<file path="src/verilog/lau_pkg.sv">
`default_nettype none

package lau_pkg;

	// structure of the carry prefix network
	// SLOW selects a serial chain with width-1 operator levels
	// FAST selects a Kogge-Stone tree with log2(width) levels
	typedef enum logic {
		SLOW,
		FAST
	} speed_e;

	// operation requested at the top level
	typedef enum logic {
		OP_ADD,
		OP_MUL
	} op_e;

	// operand width of the top level unless overridden
	// 16 gives the IDEA modulus 65537
	localparam int default_width = 16;

	// bit counter of the shift-add multiplier
	// counts width down to 0, so 5 bits cover widths up to 16
	typedef logic [4:0] cnt_t;

endpackage

`default_nettype wire
</file>
<file path="src/verilog/mod_arith_unit.sv">
`default_nettype none

module mod_arith_unit import lau_pkg::*; #(
	parameter int     width = default_width,
	parameter speed_e speed = FAST
) (
	input  logic             clk,
	input  logic             reset,
	// one-cycle strobe, ignored while busy
	input  logic             start,
	input  op_e              op,
	// operands in diminished-one form
	input  logic [width-1:0] a,
	input  logic [width-1:0] b,
	// held from done until the next done
	output logic [width-1:0] result,
	output logic             done,
	output logic             busy
);

	logic             accept;
	op_e              op_q;
	logic [width-1:0] a_q;
	logic [width-1:0] b_q;
	logic [width-1:0] sum;
	logic [width-1:0] mul_product;
	logic             mul_start;
	logic             mul_valid;
	logic             finish;

	// new request only when idle
	assign accept = start && !busy;

	// multiplier starts together with the operand latch
	// it reads a_q and b_q from the next cycle on
	assign mul_start = accept && (op == OP_MUL);

	// add needs a single cycle, mul waits for the multiplier
	assign finish = busy && ((op_q == OP_ADD) || mul_valid);

	// operand registers
	always_ff @(posedge clk) begin
		if (accept) begin
			op_q <= op;
			a_q  <= a;
			b_q  <= b;
		end
	end

	add_mod_2np1 #(
		.width (width),
		.speed (speed)
	) add_i (
		.a (a_q),
		.b (b_q),
		.s (sum)
	);

	mul_mod_2np1 #(
		.width (width)
	) mul_i (
		.clk     (clk),
		.reset   (reset),
		.start   (mul_start),
		.a       (a_q),
		.b       (b_q),
		.product (mul_product),
		.valid   (mul_valid)
	);

	// result register, busy level and done pulse
	always_ff @(posedge clk) begin
		if (reset) begin
			result <= '0;
			done   <= 1'b0;
			busy   <= 1'b0;
		end else begin
			done <= 1'b0;
			if (accept) begin
				busy <= 1'b1;
			end else if (finish) begin
				busy   <= 1'b0;
				done   <= 1'b1;
				result <= (op_q == OP_ADD) ? sum : mul_product;
			end
		end
	end

	// done always falls in the cycle after busy drops
	assert property (@(posedge clk) disable iff (reset) !(done && busy))
		else $error("mod_arith_unit: done and busy high together");

endmodule

`default_nettype wire

</file>
<file path="src/verilog/mul_mod_2np1.sv">
`default_nettype none

module mul_mod_2np1 import lau_pkg::*; #(
	parameter int width = default_width
) (
	input  logic             clk,
	input  logic             reset,
	// one-cycle request, only accepted in IDLE
	input  logic             start,
	// diminished-one operands, held stable by the caller until valid
	input  logic [width-1:0] a,
	input  logic [width-1:0] b,
	// diminished-one product modulo 2^n+1
	output logic [width-1:0] product,
	output logic             valid
);

	typedef enum logic [1:0] {
		IDLE,
		SHIFT,
		REDUCE
	} state_e;

	state_e state;
	cnt_t   cnt;

	// true values 1..2^n need one extra bit
	logic [width:0]   a_true;
	logic [width:0]   b_true;
	// full product up to 2^(2n)
	logic [2*width:0] acc;
	logic [2*width:0] acc_nxt;
	// halves of the product, 2^n is -1 modulo 2^n+1
	logic [width-1:0] lo;
	logic [width:0]   hi;
	// candidate results of the reduction
	logic [width+1:0] diff_gt;
	logic [width+1:0] diff_le;

	// the counter must reach width
	if (width > 16) begin : gen_width_check
		$error("mul_mod_2np1: width %0d does not fit the bit counter", width);
	end

	// back from diminished-one to true values
	assign a_true = {1'b0, a} + (width+1)'(1);
	assign b_true = {1'b0, b} + (width+1)'(1);

	// msb-first shift and add, one bit of b_true per cycle
	assign acc_nxt = {acc[2*width-1:0], 1'b0} +
		(b_true[cnt] ? {{width{1'b0}}, a_true} : '0);

	assign lo = acc[width-1:0];
	assign hi = acc[2*width:width];

	// lo - hi is the true product, minus one more for diminished-one
	assign diff_gt = {2'b00, lo} - {1'b0, hi} - (width+2)'(1);
	// lo <= hi wraps, so add the modulus back
	assign diff_le = diff_gt + (width+2)'(2**width + 1);

	// control
	always_ff @(posedge clk) begin
		if (reset) begin
			state <= IDLE;
			// ready for a start in the first cycle after reset
			cnt   <= cnt_t'(width);
			valid <= 1'b0;
		end else begin
			valid <= 1'b0;
			case (state)
				IDLE: begin
					// preload so the first step uses the msb of b_true
					cnt <= cnt_t'(width);
					if (start) begin
						state <= SHIFT;
					end
				end
				SHIFT: begin
					cnt <= cnt - cnt_t'(1);
					// width+1 steps in total, last one at cnt 0
					if (cnt == '0) begin
						state <= REDUCE;
					end
				end
				REDUCE: begin
					state <= IDLE;
					valid <= 1'b1;
				end
				default: begin
					state <= IDLE;
				end
			endcase
		end
	end

	// datapath
	always_ff @(posedge clk) begin
		case (state)
			IDLE: begin
				acc <= '0;
			end
			SHIFT: begin
				acc <= acc_nxt;
			end
			REDUCE: begin
				// lo == hi would mean a zero product, impossible for a prime modulus
				product <= ({1'b0, lo} > hi) ? diff_gt[width-1:0] : diff_le[width-1:0];
			end
			default: begin
				acc <= acc;
			end
		endcase
	end

	// the caller keeps start away while a product is in flight
	assert property (@(posedge clk) disable iff (reset) start |-> state == IDLE)
		else $error("mul_mod_2np1: start outside IDLE");

	// one pulse per product
	assert property (@(posedge clk) disable iff (reset) valid |=> !valid)
		else $error("mul_mod_2np1: valid longer than one cycle");

endmodule

`default_nettype wire

</file>
<file path="src/verilog/add_mod_2np1.sv">
`default_nettype none

module add_mod_2np1 import lau_pkg::*; #(
	parameter int     width = default_width,
	parameter speed_e speed = FAST
) (
	// operands in diminished-one form
	input  logic [width-1:0] a,
	input  logic [width-1:0] b,
	// diminished-one sum modulo 2^n+1
	output logic [width-1:0] s
);

	logic [width-1:0] gi;
	logic [width-1:0] pi;
	logic [width-1:0] pt;
	logic [width-1:0] go;
	logic             ci;
	logic             co;

	// or-propagate is enough for carries
	assign gi = a & b;
	assign pi = a | b;
	// xor-propagate for the sum bits
	assign pt = ~gi & pi;

	// group propagate is not needed for the sum
	prefix_and_or_cendaround #(
		.width (width),
		.speed (speed)
	) prefix_i (
		.gi (gi),
		.pi (pi),
		.ci (ci),
		.go (go),
		.po (),
		.co (co)
	);

	// diminished-one rule
	// add one back only when the plain sum did not overflow 2^n
	assign ci = ~co;

	// carry into bit i+1 is go[i], bit 0 takes the end-around carry
	assign s = pt ^ {go[width-2:0], ci};

endmodule

`default_nettype wire

</file>
<file path="src/verilog/prefix_and_or_cendaround.sv">
`default_nettype none

module prefix_and_or_cendaround import lau_pkg::*; #(
	parameter int     width = default_width,
	parameter speed_e speed = FAST
) (
	// bit generate and propagate in
	input  logic [width-1:0] gi,
	input  logic [width-1:0] pi,
	// end-around carry in
	input  logic             ci,
	// group generate and propagate out, ci already absorbed in go
	output logic [width-1:0] go,
	output logic [width-1:0] po,
	// carry out of the whole word
	output logic             co
);

	// group generate/propagate of every prefix i..0
	// computed without ci so co can feed back as ci
	logic [width-1:0] g_pre;
	logic [width-1:0] p_pre;

	// a single bit has no prefix to compute
	if (width < 2) begin : gen_width_check
		$error("prefix_and_or_cendaround: width %0d is below 2", width);
	end

	if (speed == SLOW) begin : gen_serial

		// ripple chain
		// one and-or operator per bit, width-1 levels deep
		always_comb begin
			g_pre[0] = gi[0];
			p_pre[0] = pi[0];
			for (int i = 1; i < width; i++) begin
				g_pre[i] = gi[i] | (pi[i] & g_pre[i-1]);
				p_pre[i] = pi[i] & p_pre[i-1];
			end
		end

	end else begin : gen_tree

		// number of tree levels
		localparam int levels = $clog2(width);

		// current and next level of the tree
		logic [width-1:0] g_lvl;
		logic [width-1:0] p_lvl;
		logic [width-1:0] g_nxt;
		logic [width-1:0] p_nxt;

		// Kogge-Stone
		// level l combines each node with the node 2^l positions below
		always_comb begin
			g_lvl = gi;
			p_lvl = pi;
			for (int l = 0; l < levels; l++) begin
				g_nxt = g_lvl;
				p_nxt = p_lvl;
				// nodes below the span just pass through
				for (int i = (1 << l); i < width; i++) begin
					g_nxt[i] = g_lvl[i] | (p_lvl[i] & g_lvl[i - (1 << l)]);
					p_nxt[i] = p_lvl[i] & p_lvl[i - (1 << l)];
				end
				g_lvl = g_nxt;
				p_lvl = p_nxt;
			end
			// after the last level every node spans down to bit 0
			g_pre = g_lvl;
			p_pre = p_lvl;
		end

	end

	// generate of the full word
	// taken before ci enters, so there is no combinational loop
	assign co = g_pre[width-1];

	// late insertion of the end-around carry
	// a prefix that propagates all the way passes ci on
	assign go = g_pre | (p_pre & {width{ci}});
	assign po = p_pre;

endmodule

`default_nettype wire

</file>
<file path="config.mk">
export PLATFORM = sky130hd
export DESIGN_NAME = mod_arith_unit
export DESIGN_NICKNAME = d
export VERILOG_FILES = /design/src/verilog/lau_pkg.sv /design/src/verilog/mod_arith_unit.sv /design/src/verilog/mul_mod_2np1.sv /design/src/verilog/add_mod_2np1.sv /design/src/verilog/prefix_and_or_cendaround.sv
export SDC_FILE = /design/constraint.sdc
export NUM_CORES = 1
export LEC_CHECK = 0
export BUFFER_PORTS_ARGS = -buffer_cell sky130_fd_sc_hd__buf_2
export CORE_ASPECT_RATIO = 0.8
export CORE_MARGIN = 2
export CORE_UTILIZATION = 60
export DETAILED_ROUTE_END_ITERATION = 10
export PLACE_DENSITY = 0.77
export SLEW_MARGIN = 20
export SYNTH_ARGS = -nofsm -noshare
export SYNTH_HDL_FRONTEND = slang
export SYNTH_SLANG_ARGS = --single-unit
export TNS_END_PERCENT = 1
</file>
<file path="constraint.sdc">
create_clock -name clk -period 5.4 [get_ports clk]
set_input_delay 0.27 -clock clk [delete_from_list [all_inputs] [get_ports clk]]
set_output_delay 0.27 -clock clk [all_outputs]
set_load 0.02 [all_outputs]
</file>
# --- Word-level counts from Yosys, hierarchy flattened ---
# Index checks and enable logic that the tools add are counted.
# Widths: inputs -> output; s select.
word_totals:
  ff_bits: 108
  latchBits: 0
  ramBits: 0
  mem_bits_ro: 0
  in_bits: 36
  output_inout_bits: 18
  wordCells: 206
  memories: 0
op_classes:
  addsub: 7
  n_mul: 0
  div_mod_pow: 0
  magnitude_cmp: 2
  n_eq_ne: 4
  shifts: 0
  n_mux: 14
  n_bitwise: 156
  reduce_logical: 12
ops:
  columns: ["op", "n"]
  rows:
  - ["$and 1x1->1", 97]
  - ["$pmux 33 s2", 1]
  - ["$or 1x1->1", 49]
  - ["$add 16x1->17 const B", 2]
  - ["$add 33x33->33", 1]
  - ["$and 16x16->16", 2]
  - ["$mux 16", 2]
  - ["$gt 16x17->1", 1]
  - ["$mux 17", 1]
  - ["$add 16x1->16 const B", 1]
  - ["$not 16->16", 1]
  - ["$or 16x16->16", 1]
  - ["$sub 16x1->16 const B", 1]
  - ["$sub 16x16->16", 1]
  - ["$xor 16x16->16", 1]
  - ["$and 15x15->15", 1]
  - ["$or 15x15->15", 1]
  - ["$pmux 5 s2", 1]
  - ["$lt 5x6->1 const B", 1]
  - ["$bmux 1 s5", 1]
  - ["$logic_not 5->1", 1]
  - ["$mux 1", 5]
  - ["$sub 5x1->5 const B", 1]
  - ["$mux 2", 2]
  - ["other kinds (12)", 19]

# --- Depth between registers and ports, before layout ---
depth:
  depth_word: 14
  mapped_depth: 21
  depth_no_buf: 21

# --- Hierarchy ---
# A second synthesis with hierarchy kept.
hier_totals:
  cells_unflattened: 860
  area_unflattened_um2: 8104.0
by_module_without_submodules:
  columns: ["module", "instances", "cells_per_inst", "area_per_inst_um2", "seq_area_each_um2"]
  rows:
  - ["mul_mod_2np1", 1, 561, 4991.0, 1631.6]
  - ["mod_arith_unit", 1, 94, 1751.7, 1351.3]
  - ["add_mod_2np1", 1, 97, 724.4, 0.0]
  - ["prefix_and_or_cendaround", 1, 108, 636.9, 0.0]

# --- Least setup slack after synthesis ---
# Ideal clock, no wire load.
synth_timing:
  path_kind: "flip-flop to flip-flop"
  from: "reg b_q[0]"
  to: "reg mul_i.acc[21] (data pin)"
  setup_ns: 0.266
  arrival_time_ns: 3.915
  required_ns: 5.134
  setup_slack_ns: 1.220
  stages_incl_launch_ff: 22
  path_buffers: 0
  period_less_slack_ns: 4.180
  cell_sequence: "edfxtp_1 ha_1 inv_1 nor3_2 a211oi_1 a31oi_1 o21ai_0 o211ai_1 a41oi_4 nor2b_1 ha_1 inv_1 fa_1 nor2b_1 o21ai_0 nand2b_1 a21o_1 a21o_1 o211ai_2 a2111oi_0 xnor2_1 nor2_1"
synth_via:
  elab_chain_cells: 6
synth_rtl:
  columns: ["element", "line_no", "source"]
  rows:
  - ["from (decl)", "mod_arith_unit.sv:24", "logic [width-1:0] b_q;"]
  - ["from (signal assigned)", "mod_arith_unit.sv:46", "b_q <= b;"]
  - ["$add 16x1->17", "mul_mod_2np1.sv:47", "assign b_true = {1'b0, b} + (width+1)'(1);"]
  - ["$bmux 1 s5", "mul_mod_2np1.sv:51", "(b_true[cnt] ? {{width{1'b0}}, a_true} : '0);"]
  - ["$mux 1 (not written as such)", "mul_mod_2np1.sv:51", null]
  - ["$mux 17", "mul_mod_2np1.sv:51", null]
  - ["$add 33x33->33", "mul_mod_2np1.sv:50", "assign acc_nxt = {acc[2*width-1:0], 1'b0} +"]
  - ["$pmux 33 s2", "mul_mod_2np1.sv:98", "case (state)"]
  - ["to (signal assigned)", "mul_mod_2np1.sv:103", "acc <= acc_nxt;"]
  - ["to (decl)", "mul_mod_2np1.sv:31", "logic [2*width:0] acc;"]
# Every way passes these cells. The select of a mux whose other input is x is not followed.
# A chain may end at the register's enable or synchronous reset.

# --- Worst setup path after layout ---
layout_timing:
  from: "reg b_q[0]"
  to: "reg mul_i.acc[25] (data pin)"
# Same word-level chain as after synthesis.

==> impl_results.md <==
- Share of the cycle needed by the critical path after routing: 90.86%
- Vias: 6234
- Number of buffers inserted by port buffering: 53
- Number of setup buffers added after CTS: 0
- Hold buffers post-CTS: 0
- Hold violation total from the final report: 0
- Number of global-route vias before repair: 5679
- Number of standard cells in the final layout excluding fillers: 1042
- Ports placed on the boundary: 54
- Final net count: 975
- Pin count of the biggest net entering global routing: 38
- Worst Hold Class: in -> reg
- Tot Pwr: 2.064 mW
- Top fanout value on the critical path: 18
- Slack of the critical path: 493.6 ps
- Total half-perimeter wirelength after legalization and detailed placement: 14990 um
- Synthesized instance count: 814
- Relative slew slack: 46.67%
- Area growth from synthesis to layout: 10.27%
- Total number of placement rows: 36
- Routability Congestion: 0.9813
- Clock-pin slew on the worst setup and hold paths: 80 ps
- Number of DRC violations after detailed routing: 0
- Fraction of registers with async set or reset after synthesis: 0%
- Highest clock frequency the design can meet: 203.8 MHz
- Die Span Y: 104.6 um
- Total clock buffers created by CTS: 9
- Sum of negative setup slack: 0 ps
- Total leakage power: 3.522 nW
- Library cells used by synthesis: 66
- Antenna cells: 0
- Initial antenna violation count: 0
- Synth warnings: 0
- Arrival time at the worst endpoint: 5020 ps
- Die area: 0.01358 mm^2
- Number of enable flip-flop cells after synthesis: 82
- Area share of the leading cell type in the synthesized netlist: 32.43%
- Type of origin of the critical path: flip-flop
- Transition time at the pin with the least slew margin: 793.9 ps
- Required time of the critical path: 5510 ps
- Initial DRC count: 685
- Routed vias/inst: 5.983
- Number of max-capacitance violations reported: 0
- Initial Util: 61.97%
- RSZ-0062 raised after global routing: no
- Flop and latch count out of synthesis: 108
- Mean cell area of the mapped netlist: 9.327 um^2
- Core area: 0.01225 mm^2
- Final Max Slew Viols: 0
- Sink count of the clock tree: 108
- Kind of end point of the critical path: flip-flop
- Cell area after synthesis: 0.007592 mm^2
- CTS max path bufs: 2
- Placement-stage worst setup slack: 417.6 ps
- Buffer type at the clock tree root: sky130_fd_sc_hd__clkbuf_16
- Detailed-routing iteration count for the pre-antenna-repair pass: 5
- Minimum clock period after layout: 4906 ps
- First-pass GRT wire length: 30080 um
- Register area share after synthesis: 39.29%
- Top flip-flop cell by instance count after synthesis: sky130_fd_sc_hd__edfxtp_1
- Final hold slack: 69.82 ps
- Number of filler instances in the final layout: 1024
- Overall fraction of global-route tracks in use: 28.96%
- Sum of overflow across all layers after global routing: 0
- Post-synthesis cell type with the largest combined area: sky130_fd_sc_hd__edfxtp_1
- Final antenna-violating net count: 0
- Final routed wirelength across all metal layers: 19060 um
- TritonCTS clock tree: built
- Worst-case vdd ir drop: 0.0002776 V
- Total of endpoints with negative setup slack in the final report: 0
- CTS H-Tree Depth: 3
- Power density cells: 246.6 mW/mm^2
- Status: finished clean
- Final clock skew: 13.70 ps
- Chip width: 129.8 um
- Latest clock arrival within the worst-skew pair: 370 ps
- Layout cells sized above 1: 11.14%
- Dominant cells by area after synthesis: sky130_fd_sc_hd__edfxtp_1 32%, sky130_fd_sc_hd__ha_1 12%, sky130_fd_sc_hd__xnor2_1 7.5%
- Total nets after synthesis: 923
- Critical setup path kind: reg -> reg
- Post-detailed-route wirelength per cell: 18.29 um
- Number of instances in the placed design: 1026
==> state kept, by name, summed over array words and instances, names as in the netlist, 2 cells and up <==
name and count:
mul_i.product 16, mul_i.state 2, result 16, a_q 16, b_q 16, mul_i.cnt 5
mul_i.acc 33
==> placed cells by master (no fill, tap or decap), types with 4 or more instances in the layout <==
| cell | count |
|---|---|
| sky130_fd_sc_hd__nor2b_1 | 11 |
| sky130_fd_sc_hd__nand2_1 | 49 |
| sky130_fd_sc_hd__inv_1 | 75 |
| sky130_fd_sc_hd__nand4_1 | 8 |
| sky130_fd_sc_hd__ha_1 | 70 |
| sky130_fd_sc_hd__clkbuf_16 | 9 |
| sky130_fd_sc_hd__o21bai_1 | 8 |
| sky130_fd_sc_hd__a22oi_1 | 15 |
| sky130_fd_sc_hd__xor2_1 | 24 |
| sky130_fd_sc_hd__a21o_1 | 18 |
| sky130_fd_sc_hd__a31oi_1 | 10 |
| sky130_fd_sc_hd__nor4_1 | 8 |
| sky130_fd_sc_hd__nand2b_1 | 7 |
| sky130_fd_sc_hd__buf_4 | 6 |
| sky130_fd_sc_hd__a22o_1 | 4 |
| sky130_fd_sc_hd__nor3_1 | 29 |
| sky130_fd_sc_hd__and3_1 | 8 |
| sky130_fd_sc_hd__nor2_1 | 92 |
| sky130_fd_sc_hd__buf_2 | 53 |
| sky130_fd_sc_hd__a21oi_1 | 39 |
| sky130_fd_sc_hd__o211ai_1 | 7 |
| sky130_fd_sc_hd__nand3_1 | 33 |
| sky130_fd_sc_hd__xnor2_1 | 65 |
| sky130_fd_sc_hd__dfxtp_1 | 26 |
| sky130_fd_sc_hd__edfxtp_1 | 82 |
| sky130_fd_sc_hd__a211oi_1 | 9 |
| sky130_fd_sc_hd__o21ai_0 | 36 |
==> final timing paths <==
path | start | end | slack (ps) | cells past startpoint
setup / recovery | b_q[0] | mul_i.acc[25] | 490 | 21
hold / removal | a[7] | a_q[7] | 70 | 1
setup reg to reg | b_q[0] | mul_i.acc[25] | 490 | 21
hold reg to reg | result[7] | result[7] | 480 | 1
==> layer usage <==
metal / global-route usage [%] / up-vias / wire length, um
met5: 0 / - / 0
met4: 7.604 / 0 / 265
met3: 7.015 / 26 / 1937
met2: 39.23 / 283 / 7752
met1: 45.77 / 2912 / 9100
li1: - / 3013 / -
==> through the flow <==
stage	utilization [%]	area, um^2
after CTS	68.18	8353
final	68.33	8372
after floorplan	-	7592
after global placement	65.64	8041
after detailed placement	65.66	8044
after global routing	68.33	8372
==> cell type report <==
| type | instances | area [um^2] | share of cell area (%) |
|---|---|---|---|
| multi-input combinational | 613 | 4274 | 51.05 |
| sequential | 108 | 2983 | 35.63 |
| timing repair buffer | 59 | 310.3 | 3.706 |
| inverter | 75 | 281.5 | 3.363 |
| clock buffer | 9 | 225.2 | 2.690 |
| tap | 171 | 214.0 | 2.556 |
| clock inverter | 7 | 83.83 | 1.001 |
==> synthesized netlist by cell type, types with 3 or more instances <==
master	n
sky130_fd_sc_hd__o21bai_1	8
sky130_fd_sc_hd__a22o_1	4
sky130_fd_sc_hd__clkbuf_1	15
sky130_fd_sc_hd__o21ai_0	36
sky130_fd_sc_hd__dfxtp_1	26
sky130_fd_sc_hd__a22oi_1	15
sky130_fd_sc_hd__nor3b_1	3
sky130_fd_sc_hd__a221oi_1	3
sky130_fd_sc_hd__nand2b_1	7
sky130_fd_sc_hd__a211o_1	3
sky130_fd_sc_hd__o211ai_1	7
sky130_fd_sc_hd__a21oi_1	40
sky130_fd_sc_hd__nor2b_1	13
sky130_fd_sc_hd__nor4_1	8
sky130_fd_sc_hd__o31ai_1	3
sky130_fd_sc_hd__o2111ai_1	3
sky130_fd_sc_hd__inv_1	75
sky130_fd_sc_hd__and3_1	8
sky130_fd_sc_hd__or3_1	3
sky130_fd_sc_hd__xor2_1	24
sky130_fd_sc_hd__nand2_1	49
sky130_fd_sc_hd__a31oi_1	10
sky130_fd_sc_hd__nor2_1	93
sky130_fd_sc_hd__a21o_1	18
sky130_fd_sc_hd__ha_1	70
sky130_fd_sc_hd__xnor2_1	65
sky130_fd_sc_hd__fa_1	3
sky130_fd_sc_hd__a211oi_1	9
sky130_fd_sc_hd__nand4_1	8
sky130_fd_sc_hd__edfxtp_1	82
sky130_fd_sc_hd__nor3_1	29
sky130_fd_sc_hd__mux2i_1	3
sky130_fd_sc_hd__nand3_1	33
==> what timing repair did <==
item	CTS	global route
hold endpoints to repair	0	0
gates resized for setup	0	4
endpoints found under the setup margin	0	11
==> critical path, cell delays in order (launching register included) <==
cell	delay, ps
sky130_fd_sc_hd__edfxtp_1	490
sky130_fd_sc_hd__ha_1	260
sky130_fd_sc_hd__inv_1	130
sky130_fd_sc_hd__nor3_4	330
sky130_fd_sc_hd__a211oi_1	130
sky130_fd_sc_hd__a31oi_1	160
sky130_fd_sc_hd__o21ai_0	100
sky130_fd_sc_hd__o211ai_1	270
sky130_fd_sc_hd__a41oi_4	320
sky130_fd_sc_hd__nor2b_1	220
sky130_fd_sc_hd__ha_1	200
sky130_fd_sc_hd__inv_1	60
sky130_fd_sc_hd__fa_1	390
sky130_fd_sc_hd__nor2b_1	160
sky130_fd_sc_hd__o21ai_0	90
sky130_fd_sc_hd__nand2b_1	110
sky130_fd_sc_hd__a21o_1	150
sky130_fd_sc_hd__a21o_1	180
sky130_fd_sc_hd__o211ai_2	240
sky130_fd_sc_hd__a211oi_1	410
sky130_fd_sc_hd__xnor2_1	170
sky130_fd_sc_hd__nor2_1	60
==> report_power, final <==
part	total, mW	internal, mW	switching [mW]
clock network	0.676	0.330	0.346
logic	0.414	0.168	0.246
registers	0.975	0.939	0.0360
total	2.06	1.44	0.628
==> cells by family after synthesis <==
| group | Yosys count | share of synthesized area, % |
|---|---|---|
| adders and majority gates | 73 | 12.33 |
| xor gates and xnor gates | 89 | 10.27 |
| muxes | 4 | 0.5438 |
| AOI/OAI and AO/OA | 180 | 15.85 |
| DFF | 108 | 39.29 |
| buffers and inverters | 93 | 4.730 |
| and+or+nand+nor | 267 | 16.99 |
No activity file was read; power rests on OpenSTA's default activity.
